<file path="src/include/trk_config.svh">
// Retirement tracker configuration
// Widths, retire queue depth, APB register offsets and the fixed encodings
// of the instructions that take one extra cycle in writeback

`ifndef TRK_CONFIG_SVH
`define TRK_CONFIG_SVH

`define TRK_XLEN        32
`define TRK_REG_AW      5
`define TRK_FIFO_DEPTH  8
`define TRK_APB_AW      8

// APB byte offsets
`define TRK_OFS_STATUS   8'h00
`define TRK_OFS_PC       8'h04
`define TRK_OFS_INSTR    8'h08
`define TRK_OFS_RD       8'h0C
`define TRK_OFS_RD_DATA  8'h10
`define TRK_OFS_MEM_ADDR 8'h14
`define TRK_OFS_MEM_DATA 8'h18
`define TRK_OFS_POP      8'h1C

// Delay-class instructions
`define TRK_ENC_MRET     32'h3020_0073
`define TRK_ENC_URET     32'h0020_0073
`define TRK_ENC_EBREAK   32'h0010_0073
`define TRK_ENC_C_EBREAK 16'h9002

`endif
</file>
<file path="src/rtl/trk_apb_pkg.sv">
// Tracker APB types
// Register map of the host readout port and the layout of the status word

`default_nettype none

`include "trk_config.svh"

package trk_apb_pkg;

  typedef enum logic [`TRK_APB_AW-1:0] {
    REG_STATUS   = `TRK_OFS_STATUS,
    REG_PC       = `TRK_OFS_PC,
    REG_INSTR    = `TRK_OFS_INSTR,
    REG_RD       = `TRK_OFS_RD,
    REG_RD_DATA  = `TRK_OFS_RD_DATA,
    REG_MEM_ADDR = `TRK_OFS_MEM_ADDR,
    REG_MEM_DATA = `TRK_OFS_MEM_DATA,
    REG_POP      = `TRK_OFS_POP
  } apb_reg_e;

  // Count sits in the low bits
  typedef struct packed {
    logic [25:0] pad;
    logic        empty;
    logic        overflow;
    logic [3:0]  count;
  } trk_status_t;

endpackage

`default_nettype wire

</file>
<file path="src/rtl/trk_pipe_pkg.sv">
// Tracker pipeline types
// Tracking slot contents, the retire record pushed into the queue and the
// instruction classes that steer an entry through EX-delay and WB-delay

`default_nettype none

`include "trk_config.svh"

package trk_pipe_pkg;

  // Class of an instruction, fixed when it enters EX
  typedef enum logic [2:0] {
    NORMAL = 3'd0,
    LOAD   = 3'd1,
    STORE  = 3'd2,
    APU    = 3'd3,
    DELAY  = 3'd4
  } instr_kind_e;

  typedef struct packed {
    logic                   valid;
    logic [`TRK_XLEN-1:0]   pc;
    logic [`TRK_XLEN-1:0]   instr;
    instr_kind_e            kind;
    logic [`TRK_REG_AW-1:0] rd_addr;
    logic [`TRK_XLEN-1:0]   rd_data;
    logic                   rd_written;
    logic                   mem_valid;
    logic                   mem_we;
    logic [`TRK_XLEN-1:0]   mem_addr;
    logic [`TRK_XLEN-1:0]   mem_data;
    logic                   misaligned;
  } slot_t;

  // What the queue stores for each retired instruction
  typedef struct packed {
    logic [`TRK_XLEN-1:0]   pc;
    logic [`TRK_XLEN-1:0]   instr;
    logic [`TRK_REG_AW-1:0] rd_addr;
    logic [`TRK_XLEN-1:0]   rd_data;
    logic                   rd_written;
    logic                   mem_valid;
    logic                   mem_we;
    logic [`TRK_XLEN-1:0]   mem_addr;
    logic [`TRK_XLEN-1:0]   mem_data;
    logic                   misaligned;
  } retire_rec_t;

  function automatic retire_rec_t slot_to_rec(slot_t s);
    retire_rec_t r;
    r.pc         = s.pc;
    r.instr      = s.instr;
    r.rd_addr    = s.rd_addr;
    r.rd_data    = s.rd_data;
    r.rd_written = s.rd_written;
    r.mem_valid  = s.mem_valid;
    r.mem_we     = s.mem_we;
    r.mem_addr   = s.mem_addr;
    r.mem_data   = s.mem_data;
    r.misaligned = s.misaligned;
    return r;
  endfunction

endpackage

`default_nettype wire

</file>
<file path="src/rtl/trk_retire_if.sv">
// Retire interface
// Carries up to two retire records per cycle from the pipeline tracker to
// the retire queue. Slot 0 is always the older record and slot 1 is only
// valid together with slot 0. There is no back-pressure

`default_nettype none

interface trk_retire_if;

  logic                      push0_valid;
  trk_pipe_pkg::retire_rec_t push0_rec;
  logic                      push1_valid;
  trk_pipe_pkg::retire_rec_t push1_rec;

  modport pipe_mp (
    output push0_valid,
    output push0_rec,
    output push1_valid,
    output push1_rec
  );

  modport fifo_mp (
    input push0_valid,
    input push0_rec,
    input push1_valid,
    input push1_rec
  );

endinterface

`default_nettype wire

</file>
<file path="src/rtl/trk_top.sv">
// Retirement tracker top level
// Watches the core's decode, EX and WB signals, queues one record per
// retired instruction in program order and lets a host read them over APB

`default_nettype none

`include "trk_config.svh"

module trk_top (
  input  logic                   clk_i,
  input  logic                   rst_n,
  // Core observation
  input  logic [`TRK_XLEN-1:0]   pc_i,
  input  logic [`TRK_XLEN-1:0]   instr_i,
  input  logic                   id_valid_i,
  input  logic                   is_decoding_i,
  input  logic                   is_illegal_i,
  input  logic                   ex_valid_i,
  input  logic                   data_misaligned_i,
  input  logic                   apu_en_i,
  input  logic                   apu_rvalid_i,
  input  logic                   ex_reg_we_i,
  input  logic [`TRK_REG_AW-1:0] ex_reg_addr_i,
  input  logic [`TRK_XLEN-1:0]   ex_reg_wdata_i,
  input  logic                   wb_valid_i,
  input  logic                   wb_reg_we_i,
  input  logic [`TRK_REG_AW-1:0] wb_reg_addr_i,
  input  logic [`TRK_XLEN-1:0]   wb_reg_wdata_i,
  input  logic                   ex_data_req_i,
  input  logic                   ex_data_gnt_i,
  input  logic                   ex_data_we_i,
  input  logic [`TRK_XLEN-1:0]   ex_data_addr_i,
  input  logic [`TRK_XLEN-1:0]   ex_data_wdata_i,
  // APB host port
  input  logic                   psel_i,
  input  logic                   penable_i,
  input  logic                   pwrite_i,
  input  logic [`TRK_APB_AW-1:0] paddr_i,
  input  logic [`TRK_XLEN-1:0]   pwdata_i,
  output logic [`TRK_XLEN-1:0]   prdata_o,
  output logic                   pready_o,
  output logic                   pslverr_o
);

  trk_pipe_pkg::retire_rec_t head;
  logic [3:0]                count;
  logic                      overflow;
  logic                      pop;

  trk_retire_if retire_if ();

  trk_pipeline u_pipeline (
    .*,
    .retire (retire_if.pipe_mp)
  );

  trk_retire_fifo u_fifo (
    .clk_i      (clk_i),
    .rst_n      (rst_n),
    .retire     (retire_if.fifo_mp),
    .pop_i      (pop),
    .head_o     (head),
    .count_o    (count),
    .overflow_o (overflow)
  );

  trk_apb_regs u_apb (
    .*,
    .head_i     (head),
    .count_i    (count),
    .overflow_i (overflow),
    .pop_o      (pop)
  );

endmodule

`default_nettype wire

</file>
<file path="src/rtl/trk_apb_regs.sv">
// APB readout port
// Zero-wait APB slave exposing the retire queue head, the status word and
// a pop command. The offset is decoded in the setup phase

`default_nettype none

`include "trk_config.svh"

module trk_apb_regs (
  input  logic                      clk_i,
  input  logic                      rst_n,
  input  logic                      psel_i,
  input  logic                      penable_i,
  input  logic                      pwrite_i,
  input  logic [`TRK_APB_AW-1:0]    paddr_i,
  input  logic [`TRK_XLEN-1:0]      pwdata_i,
  output logic [`TRK_XLEN-1:0]      prdata_o,
  output logic                      pready_o,
  output logic                      pslverr_o,
  input  trk_pipe_pkg::retire_rec_t head_i,
  input  logic [3:0]                count_i,
  input  logic                      overflow_i,
  output logic                      pop_o
);

  trk_apb_pkg::apb_reg_e    sel_q;
  trk_apb_pkg::trk_status_t status;
  logic                     known_q, addr_known, access, is_pop, bad_dir;
  logic [`TRK_XLEN-1:0]     rd_word;

  always_comb begin
    case (paddr_i)
      trk_apb_pkg::REG_STATUS, trk_apb_pkg::REG_PC, trk_apb_pkg::REG_INSTR,
      trk_apb_pkg::REG_RD, trk_apb_pkg::REG_RD_DATA, trk_apb_pkg::REG_MEM_ADDR,
      trk_apb_pkg::REG_MEM_DATA, trk_apb_pkg::REG_POP: addr_known = 1'b1;
      default: addr_known = 1'b0;
    endcase
  end

  // Latch the decode in the setup phase
  always_ff @(posedge clk_i or negedge rst_n) begin
    if (!rst_n) begin
      known_q <= 1'b0;
      sel_q   <= trk_apb_pkg::REG_STATUS;
    end else if (psel_i && !penable_i) begin
      known_q <= addr_known;
      sel_q   <= trk_apb_pkg::apb_reg_e'(paddr_i);
    end
  end

  // RD word: misaligned, mem_we, mem_valid, rd_written, then rd_addr at bit 0
  assign rd_word = {{(`TRK_XLEN - `TRK_REG_AW - 4){1'b0}}, head_i.misaligned,
                    head_i.mem_we, head_i.mem_valid, head_i.rd_written, head_i.rd_addr};

  always_comb begin
    status          = '0;
    status.count    = count_i;
    status.overflow = overflow_i;
    status.empty    = (count_i == '0);

    case (sel_q)
      trk_apb_pkg::REG_STATUS:   prdata_o = status;
      trk_apb_pkg::REG_PC:       prdata_o = head_i.pc;
      trk_apb_pkg::REG_INSTR:    prdata_o = head_i.instr;
      trk_apb_pkg::REG_RD:       prdata_o = rd_word;
      trk_apb_pkg::REG_RD_DATA:  prdata_o = head_i.rd_data;
      trk_apb_pkg::REG_MEM_ADDR: prdata_o = head_i.mem_addr;
      trk_apb_pkg::REG_MEM_DATA: prdata_o = head_i.mem_data;
      default:                   prdata_o = '0;
    endcase
  end

  assign access  = psel_i && penable_i;
  assign is_pop  = (sel_q == trk_apb_pkg::REG_POP);
  // Writes only go to POP, and POP is never read
  assign bad_dir = pwrite_i ? !is_pop : is_pop;

  assign pready_o  = 1'b1;
  assign pslverr_o = access && (!known_q || bad_dir);
  // Any pwdata_i value pops the head
  assign pop_o     = access && pwrite_i && known_q && is_pop && (count_i != '0);

endmodule

`default_nettype wire

</file>
<file path="src/rtl/trk_retire_fifo.sv">
// Retire queue
// Circular buffer taking up to two records per cycle in slot order and
// releasing one per pop. Records that do not fit are dropped and set a
// sticky overflow flag

`default_nettype none

`include "trk_config.svh"

module trk_retire_fifo (
  input  logic                      clk_i,
  input  logic                      rst_n,
  trk_retire_if.fifo_mp             retire,
  input  logic                      pop_i,
  output trk_pipe_pkg::retire_rec_t head_o,
  output logic [3:0]                count_o,
  output logic                      overflow_o
);

  localparam int unsigned DEPTH = `TRK_FIFO_DEPTH;
  localparam int unsigned PW    = $clog2(DEPTH);

  trk_pipe_pkg::retire_rec_t mem_q [DEPTH];
  logic [PW-1:0] wptr_q, rptr_q;
  logic [3:0]    count_q;
  logic          overflow_q;
  logic          acc0, acc1, pop_ok;

  // Space is judged on the count at the start of the cycle
  always_comb begin
    acc0   = retire.push0_valid && (count_q < 4'(DEPTH));
    acc1   = retire.push1_valid && acc0 && (count_q < 4'(DEPTH - 1));
    pop_ok = pop_i && (count_q != '0);
  end

  always_ff @(posedge clk_i) begin
    if (acc0) begin
      mem_q[wptr_q] <= retire.push0_rec;
    end
    if (acc1) begin
      mem_q[wptr_q + PW'(1)] <= retire.push1_rec;
    end
  end

  always_ff @(posedge clk_i or negedge rst_n) begin
    if (!rst_n) begin
      wptr_q     <= '0;
      rptr_q     <= '0;
      count_q    <= '0;
      overflow_q <= 1'b0;
    end else begin
      wptr_q  <= wptr_q + PW'(acc0) + PW'(acc1);
      rptr_q  <= rptr_q + PW'(pop_ok);
      count_q <= count_q + 4'(acc0) + 4'(acc1) - 4'(pop_ok);
      if ((retire.push0_valid && !acc0) || (retire.push1_valid && !acc1)) begin
        overflow_q <= 1'b1;
      end
    end
  end

  assign head_o     = mem_q[rptr_q];
  assign count_o    = count_q;
  assign overflow_o = overflow_q;

endmodule

`default_nettype wire

</file>
<file path="src/rtl/trk_pipeline.sv">
// Pipeline tracker
// Follows each legal decoded instruction through EX, EX-delay, WB and
// WB-delay, collects its first register write, its first memory access and
// a misaligned flag, and pushes the finished record in program order

`default_nettype none

`include "trk_config.svh"

module trk_pipeline (
  input  logic                   clk_i,
  input  logic                   rst_n,
  input  logic [`TRK_XLEN-1:0]   pc_i,
  input  logic [`TRK_XLEN-1:0]   instr_i,
  input  logic                   id_valid_i,
  input  logic                   is_decoding_i,
  input  logic                   is_illegal_i,
  input  logic                   ex_valid_i,
  input  logic                   data_misaligned_i,
  input  logic                   apu_en_i,
  input  logic                   apu_rvalid_i,
  input  logic                   ex_reg_we_i,
  input  logic [`TRK_REG_AW-1:0] ex_reg_addr_i,
  input  logic [`TRK_XLEN-1:0]   ex_reg_wdata_i,
  input  logic                   wb_valid_i,
  input  logic                   wb_reg_we_i,
  input  logic [`TRK_REG_AW-1:0] wb_reg_addr_i,
  input  logic [`TRK_XLEN-1:0]   wb_reg_wdata_i,
  input  logic                   ex_data_req_i,
  input  logic                   ex_data_gnt_i,
  input  logic                   ex_data_we_i,
  input  logic [`TRK_XLEN-1:0]   ex_data_addr_i,
  input  logic [`TRK_XLEN-1:0]   ex_data_wdata_i,
  trk_retire_if.pipe_mp          retire
);

  trk_pipe_pkg::slot_t ex_q, exd_q, wb_q, wbd_q;
  trk_pipe_pkg::slot_t ex_upd, exd_upd, wb_upd;
  trk_pipe_pkg::slot_t ex_d, exd_d, wb_d, wbd_d;
  trk_pipe_pkg::slot_t new_slot;
  logic new_instr, wb_go, wb_to_wbd, exd_go;
  logic ex_stall, ex_park, ex_leave, ex_to_exd;

  function automatic trk_pipe_pkg::instr_kind_e classify(logic [`TRK_XLEN-1:0] instr);
    trk_pipe_pkg::instr_kind_e kind;
    kind = trk_pipe_pkg::NORMAL;
    if (instr == `TRK_ENC_MRET || instr == `TRK_ENC_URET || instr == `TRK_ENC_EBREAK ||
        instr[15:0] == `TRK_ENC_C_EBREAK) begin
      kind = trk_pipe_pkg::DELAY;
    end else if (instr[1:0] != 2'b11) begin
      // Compressed: c.lw / c.lwsp and c.sw / c.swsp
      case ({instr[15:13], instr[1:0]})
        5'b010_00, 5'b010_10: kind = trk_pipe_pkg::LOAD;
        5'b110_00, 5'b110_10: kind = trk_pipe_pkg::STORE;
        default:              kind = trk_pipe_pkg::NORMAL;
      endcase
    end else begin
      case (instr[6:0])
        7'b000_0011, 7'b000_0111: kind = trk_pipe_pkg::LOAD;
        7'b010_0011, 7'b010_0111: kind = trk_pipe_pkg::STORE;
        // OP-FP and the fused multiply-add group go to the APU
        7'b101_0011, 7'b100_0011, 7'b100_0111, 7'b100_1011, 7'b100_1111:
          kind = trk_pipe_pkg::APU;
        default: kind = trk_pipe_pkg::NORMAL;
      endcase
    end
    return kind;
  endfunction

  // Only the first register write of an entry is kept
  function automatic trk_pipe_pkg::slot_t attach_reg(trk_pipe_pkg::slot_t s,
                                                     logic [`TRK_REG_AW-1:0] addr,
                                                     logic [`TRK_XLEN-1:0] data);
    trk_pipe_pkg::slot_t r;
    r = s;
    if (!s.rd_written) begin
      r.rd_addr    = addr;
      r.rd_data    = data;
      r.rd_written = 1'b1;
    end
    return r;
  endfunction

  // --------------------------------------------------------------------------
  // Advance control
  // --------------------------------------------------------------------------
  always_comb begin
    new_instr = id_valid_i && is_decoding_i && !is_illegal_i;
    wb_go     = wb_q.valid && wb_valid_i;
    wb_to_wbd = wb_go && (wb_q.kind == trk_pipe_pkg::DELAY);
    // Non-APU entries only pass through EX-delay to keep order
    exd_go    = exd_q.valid && (apu_rvalid_i || exd_q.kind != trk_pipe_pkg::APU);
    ex_stall  = ex_valid_i && data_misaligned_i;
    ex_park   = ex_q.valid && ex_valid_i && !ex_stall && apu_en_i && !apu_rvalid_i;
    ex_leave  = ex_q.valid && !ex_stall && !ex_park && ex_valid_i;
    ex_to_exd = ex_park || (ex_leave && exd_go);
  end

  // --------------------------------------------------------------------------
  // Register write, memory and misaligned capture
  // --------------------------------------------------------------------------
  always_comb begin
    ex_upd  = ex_q;
    exd_upd = exd_q;
    wb_upd  = wb_q;

    if (ex_reg_we_i && exd_q.valid && exd_q.kind == trk_pipe_pkg::APU && apu_rvalid_i) begin
      exd_upd = attach_reg(exd_q, ex_reg_addr_i, ex_reg_wdata_i);
    end else if (ex_reg_we_i && ex_q.valid) begin
      ex_upd = attach_reg(ex_q, ex_reg_addr_i, ex_reg_wdata_i);
    end

    if (wb_reg_we_i && wb_q.valid) begin
      wb_upd = attach_reg(wb_q, wb_reg_addr_i, wb_reg_wdata_i);
    end

    if (ex_q.valid && ex_data_req_i && ex_data_gnt_i && !ex_q.mem_valid) begin
      ex_upd.mem_valid = 1'b1;
      ex_upd.mem_we    = ex_data_we_i;
      ex_upd.mem_addr  = ex_data_addr_i;
      ex_upd.mem_data  = ex_data_we_i ? ex_data_wdata_i : '0;
    end

    if (ex_q.valid && ex_stall) begin
      ex_upd.misaligned = 1'b1;
    end
  end

  // --------------------------------------------------------------------------
  // Next slot contents
  // --------------------------------------------------------------------------
  always_comb begin
    new_slot       = '0;
    new_slot.valid = 1'b1;
    new_slot.pc    = pc_i;
    new_slot.instr = instr_i;
    new_slot.kind  = classify(instr_i);

    // WB-delay always empties on the next edge
    wbd_d       = wb_upd;
    wbd_d.valid = wb_to_wbd;

    if (exd_go) begin
      wb_d = exd_upd;
    end else if (ex_leave) begin
      wb_d = ex_upd;
    end else begin
      wb_d       = wb_upd;
      wb_d.valid = wb_q.valid && !wb_go;
    end

    if (ex_to_exd) begin
      exd_d = ex_upd;
    end else begin
      exd_d       = exd_upd;
      exd_d.valid = exd_q.valid && !exd_go;
    end

    if (new_instr) begin
      ex_d = new_slot;
    end else begin
      ex_d       = ex_upd;
      ex_d.valid = ex_q.valid && !ex_park && !ex_leave;
    end
  end

  always_ff @(posedge clk_i or negedge rst_n) begin
    if (!rst_n) begin
      ex_q.valid  <= 1'b0;
      exd_q.valid <= 1'b0;
      wb_q.valid  <= 1'b0;
      wbd_q.valid <= 1'b0;
    end else begin
      ex_q  <= ex_d;
      exd_q <= exd_d;
      wb_q  <= wb_d;
      wbd_q <= wbd_d;
    end
  end

  // WB-delay is older than WB when both retire on the same edge
  assign retire.push0_valid = wbd_q.valid || (wb_go && !wb_to_wbd);
  assign retire.push0_rec   = wbd_q.valid ? trk_pipe_pkg::slot_to_rec(wbd_q)
                                          : trk_pipe_pkg::slot_to_rec(wb_upd);
  assign retire.push1_valid = wbd_q.valid && wb_go && !wb_to_wbd;
  assign retire.push1_rec   = trk_pipe_pkg::slot_to_rec(wb_upd);

endmodule

`default_nettype wire

</file>
<file path="config.mk">
export PLATFORM = sky130hd
export DESIGN_NAME = trk_top
export DESIGN_NICKNAME = d
export VERILOG_FILES = /design/src/rtl/trk_apb_pkg.sv /design/src/rtl/trk_pipe_pkg.sv /design/src/rtl/trk_retire_if.sv /design/src/rtl/trk_top.sv /design/src/rtl/trk_apb_regs.sv /design/src/rtl/trk_retire_fifo.sv /design/src/rtl/trk_pipeline.sv
export VERILOG_INCLUDE_DIRS = /design/src /design/src/include
export SDC_FILE = /design/constraint.sdc
export NUM_CORES = 2
export LEC_CHECK = 0
export BUFFER_PORTS_ARGS = -buffer_cell sky130_fd_sc_hd__buf_4
export CAP_MARGIN = 40
export CORE_UTILIZATION = 50
export DETAILED_ROUTE_END_ITERATION = 10
export GPL_ROUTABILITY_DRIVEN = 0
export GPL_TIMING_DRIVEN = 0
export HOLD_SLACK_MARGIN = 0.08
export PLACE_DENSITY = 0.74
export SETUP_SLACK_MARGIN = 0.3
export SLEW_MARGIN = 10
export SYNTH_ARGS = -nofsm -noshare
export SYNTH_HDL_FRONTEND = slang
export SYNTH_HIERARCHICAL = 1
export SYNTH_SLANG_ARGS = --single-unit
</file>
<file path="constraint.sdc">
create_clock -name clk_i -period 23.4 [get_ports clk_i]
set_input_delay 1.17 -clock clk_i [delete_from_list [all_inputs] [get_ports clk_i]]
set_output_delay 1.17 -clock clk_i [all_outputs]
set_load 0.005 [all_outputs]
</file>
# Word-level counts from Yosys, hierarchy flattened
# Memories as Yosys holds them, arrays and structs flattened.
# Index checks and enable logic that the tools add are counted.
# W data, S select, Z words.
[word_totals]
register_bits = 709
mem_bits_rw = 1352
romBits = 32
inputBits = 260
out_inout_bits = 34
word_cells = 194
n_memories = 2
[classes]
add_sub_neg = 7
magnitude_cmp = 2
eq_ne = 28
muxes = 26
n_reduce_logical = 76
[memory_table]
columns = ["memory", "words", "word_bits", "rd", "rd_clocked_by_memory_dff", "wr", "line_no", "source"]
rows = [
  ["u_fifo.mem_q", 8, 169, 1, 0, 2, "trk_retire_fifo.sv:23", "trk_pipe_pkg::retire_rec_t mem_q [DEPTH];"],
  ["(no name shown)", 32, 1, 1, 0, 0, "trk_apb_regs.sv:32", "case (paddr_i)"],
]
[ops]
columns = ["operator", "count"]
rows = [
  ["$mux W173", 4],
  ["$mux W105", 4],
  ["$pmux W32 S7", 1],
  ["$mux W169", 1],
  ["$mux W38", 3],
  ["$mux W66", 1],
  ["$logic_and A1 B1 Y1", 43],
  ["$eq A7 B7 Y1 const B", 5],
  ["$eq A32 B21 Y1 const B", 1],
  ["$eq A32 B22 Y1 const B", 1],
  ["$eq A32 B30 Y1 const B", 1],
  ["$eq A8 B5 Y1 const B", 4],
  ["$mux W32", 1],
  ["$eq A16 B16 Y1 const B", 1],
  ["$eq A8 B4 Y1 const B", 2],
  ["$eq A7 B6 Y1 const B", 2],
  ["$logic_not A1 Y1", 14],
  ["$eq A5 B4 Y1 const B", 2],
  ["$eq A5 B5 Y1 const B", 2],
  ["$add A3 B1 Y3", 3],
  ["$add A4 B1 Y4", 2],
  ["$eq A8 B3 Y1 const B", 1],
  ["$logic_not A8 Y1", 1],
  ["$logic_or A1 B1 Y1", 8],
  ["other kinds (21)", 31],
]

# Longest topological paths before layout
[depth]
depth_word = 11
ltp_mapped = 13
depth_no_buf = 11

# Cells and area by module
# The synthesis kept the hierarchy.
[modules_own_cells]
columns = ["module", "n_inst", "cells_each", "area_each_um2", "seq_area_each_um2"]
rows = [
  ["trk_retire_fifo", 1, 3528, 67379.6, 40874.2],
  ["trk_pipeline", 1, 1970, 29654.7, 20669.8],
  ["trk_apb_regs", 1, 217, 1920.6, 225.2],
]

# Least setup slack after synthesis
# No wires, ideal clock.
[synth_path]
path_kind = "input to register"
startpoint = "input wb_valid_i"
endpoint = "memory u_fifo/mem_q[0][0] in the netlist's numbering (enable)"
setup_time_ns = 1.155
arrival_time_ns = 18.686
t_required_ns = 22.245
path_slack_ns = 3.559
stages = 7
n_path_buf = 1
path_cell_list = "nand2_1 a21oi_1 or2_2 nor2b_1 buf_2 inv_1 o41ai_1"
[synth_rtl]
columns = ["element", "line_no", "source"]
rows = [
  ["start, declared", "trk_top.sv:25", "input logic wb_valid_i,"],
  ["end, declared", "trk_retire_fifo.sv:23", ""],
]

==> results.md <==
- Final Cell Area: 113400 µm²
- Min Hold Slack: 0.2578 ns
- Storage cell area: 61770 µm²
- Crit path required time: 23.93 ns
- Syn_nets: 5987
- Multi-input gate area: 34270 µm²
- Postcts setup bufs: 0
- Hold_buf cts: 0
- Nets: 6604
- DP HPWL: 196.3 mm
- Post-Place Setup Slack: 16.92 ns
- Post-synth top cells: edfxtp_1, mux2_2, mux4_2, buf_2, mux2_1
- Mapped Cells: 5715
- Crit path launch type: register
- Largest net degree at the start of global routing: 91
- Die ar.: 199700 µm²
- CTS sink cnt: 2061
- CTS clk-pin slew, worst paths: 0.06 ns
- CTS tree: done
- # fillers: 14810
- Final min period: 6.903 ns
- Final period utilization: 0.2950
- Critical path type: reg -> reg
- CTS resizes: 0
- Initial antenna violation count: 16
- Worst VDD drop: 0.06403 mV
- Synth Area per Inst: 17.31 µm²
- Synth async-reset ratio: 0.01164
- Worst Hold Class: in -> async
- Top cell type's share of synthesized area: 0.6181
- # setup viols final: 0
- DRT antenna net count: 0
- Worst-Skew Late Latency: 0.88 ns
- Area Overhead vs Synth: 14.55%
- Die width: 446.9 µm
- Synth top area cells: edfxtp_1, mux2_2, mux4_2
- Vias in the first global route: 58190
- R2r setup slk: 16.50 ns
- First-pass GRT wire length: 412.2 mm
- Placed inst area: 106700 µm²
- # placed instances: 8741
- Max Clk Rate: 144.9 MHz
- CTS root buf: clkbuf_16
- Final core utilization: 0.5789
- TritonCTS Buffers: 210
- Max-cap viol count: 0
- Number of synthesized flops with an enable pin: 2037
- Worst Skew: 0.06339 ns
- Global route overflow: 0
- Initial DRC Count: 6926
- Seq/Total Area, Yosys: 0.6242
- Number of synthesized register bits: 2061
- Fin. max-slew vios: 0
- Max-slew headroom: 0.3030
- CP endpoint kind: register
- Cell Pwr Density: 70.87 nW/µm²
- Vias per cell: 6.301
- Synth Warn #: 6
- DRC Markers: 0
- Pleak: 38.04 nW
- I/O pin cnt: 294
- Final non-filler cell total: 9140
- Critical-path maximum fanout: 10
- Fraction of layout cells with a size suffix above 1: 0.4624
- Number of port buffers: 260
- Arrival time at the worst endpoint: 7.44 ns
- Yosys cell types: 77
- Total negative slack: 0 ns
- Slack of the critical path: 16.50 ns
- Core area: 195800 µm²
- Synth area leader: edfxtp_1
- Cell with the most instances after synthesis: edfxtp_1
- Status: completed
- Die height: 446.9 µm
- Overall routed net length: 288.3 mm
- Detailed-route via count: 57590
- DR WL/cell: 31.55 µm
- H-tree levels: 4
- Row cnt: 162
- First drt pass iteration count: 6
- Max Root-Sink Buffers: 3
- Final Hold Fails: 0
- Ys flop type: edfxtp_1
- Initial Util: 0.5054
- RSZ-0062 raised after global routing: no
- All-layer global routing usage: 0.2880
- Post-synthesis cell area: 98950 µm²
- Tot Pwr: 8.033 mW
- Tightest Pin Transition: 1.043 ns
state kept, by name, indices dropped and copies added (netlist names):
name and cells:
u_fifo/overflow_o 1, u_fifo/rptr_q 3, u_apb/known_q 1, u_fifo/count_o 4, u_apb/sel_q 8, u_pipeline/wb_q 173
u_fifo/mem_q 1352, u_pipeline/exd_q 173, u_fifo/wptr_q 3, u_pipeline/wbd_q 170, u_pipeline/ex_q 173
worst max-delay path: stages, from the launching register on:
cell and delay [ns]:
dfrtp_1 0.32, clkbuf_1 0.42, clkbuf_2 0.74, clkbuf_1 0.74, or2_2 0.25, nor2b_1 0.13, buf_2 0.22, and3_1 0.18
buf_4 0.18, nand3_1 0.77, buf_2 0.66, buf_2 0.36, o41ai_2 0.18, buf_4 0.29, buf_4 0.19, buf_6 0.16
buf_4 0.19, buf_4 0.17, buf_4 0.17, buf_4 0.19
layout by cell type (no fill, tap or decap), drive strengths merged, types with 8 or more instances in the layout:
| cell | n |
|---|---|
| a41oi | 34 |
| a22o | 88 |
| dfrtp | 24 |
| bufinv | 12 |
| buf | 801 |
| edfxtp | 2037 |
| nand2 | 84 |
| o22ai | 25 |
| a21oi | 73 |
| and3 | 72 |
| nor2 | 189 |
| diode | 8 |
| mux4 | 341 |
| a2bb2oi | 8 |
| nor4 | 8 |
| nand3 | 54 |
| nor3 | 10 |
| mux2 | 1738 |
| clkinv | 96 |
| o211ai | 37 |
| clkbuf | 400 |
| inv | 22 |
| o21ai | 84 |
| ha | 11 |
| mux2i | 167 |
area by class of cell:
class	count	share of cell area
sequential	2061	0.5449
multi-input combinational	3109	0.3023
clock buffer	267	0.04907
timing repair buffer	405	0.03850
tap	2624	0.02896
buffer	530	0.02622
clock inverter	121	0.009294
inverter	15	0.0004967
antenna	8	0.0001766
power by group:
| part | internal, mW | switching (mW) | total, mW | leakage (nW) |
|---|---|---|---|---|
| Clock | 1.82 | 1.45 | 3.27 | 3.23 |
| Combinational | 0.233 | 0.328 | 0.562 | 15.9 |
| Sequential | 4.16 | 0.0438 | 4.21 | 18.9 |
layer usage:
layer	global-route usage	up-vias	routed length (µm)
li1	-	24200	-
met1	0.3699	29680	107600
met2	0.4544	3064	135100
met3	0.06175	638	27230
met4	0.1643	8	18280
met5	0	-	51
path summary, 6_finish.rpt:
check                                                   to                       startpoint  depth (start not counted)
setup / recovery            u_fifo/mem_q[0][106]$_DFFE_PP_  u_pipeline/wbd_q[172]$_DFF_PN0_                         19
hold / removal             u_pipeline/exd_q[172]$_DFF_PN0_                            rst_n                          1
setup reg to reg            u_fifo/mem_q[0][106]$_DFFE_PP_  u_pipeline/wbd_q[172]$_DFF_PN0_                         19
hold reg to reg            u_pipeline/exd_q[122]$_DFFE_PP_   u_pipeline/ex_q[122]$_DFFE_PP_                          0
max in group asynchronous        u_apb/known_q$_DFFE_PN0P_                            rst_n                          3
min in group clk_i         u_pipeline/exd_q[122]$_DFFE_PP_   u_pipeline/ex_q[122]$_DFFE_PP_                          0
kinds of logic (layout without fill, tap and decap cells):
family                   Yosys count  after routing  share of synthesized area
multiplexers                    2246           2246                     0.2935
flip-flops                      2061           2061                     0.6242
buffers and inverters            545           1338                    0.03054
AND/OR/NAND/NOR                  460            460                    0.02273
AO/OA/AOI/OAI                    381            381                    0.02655
adder cells (fa/ha/maj)           12             12                   0.001593
XOR/XNOR                           9              9                  0.0008725
other                              1              9                 0.00003790
No activity file was read; power rests on OpenSTA's default activity.
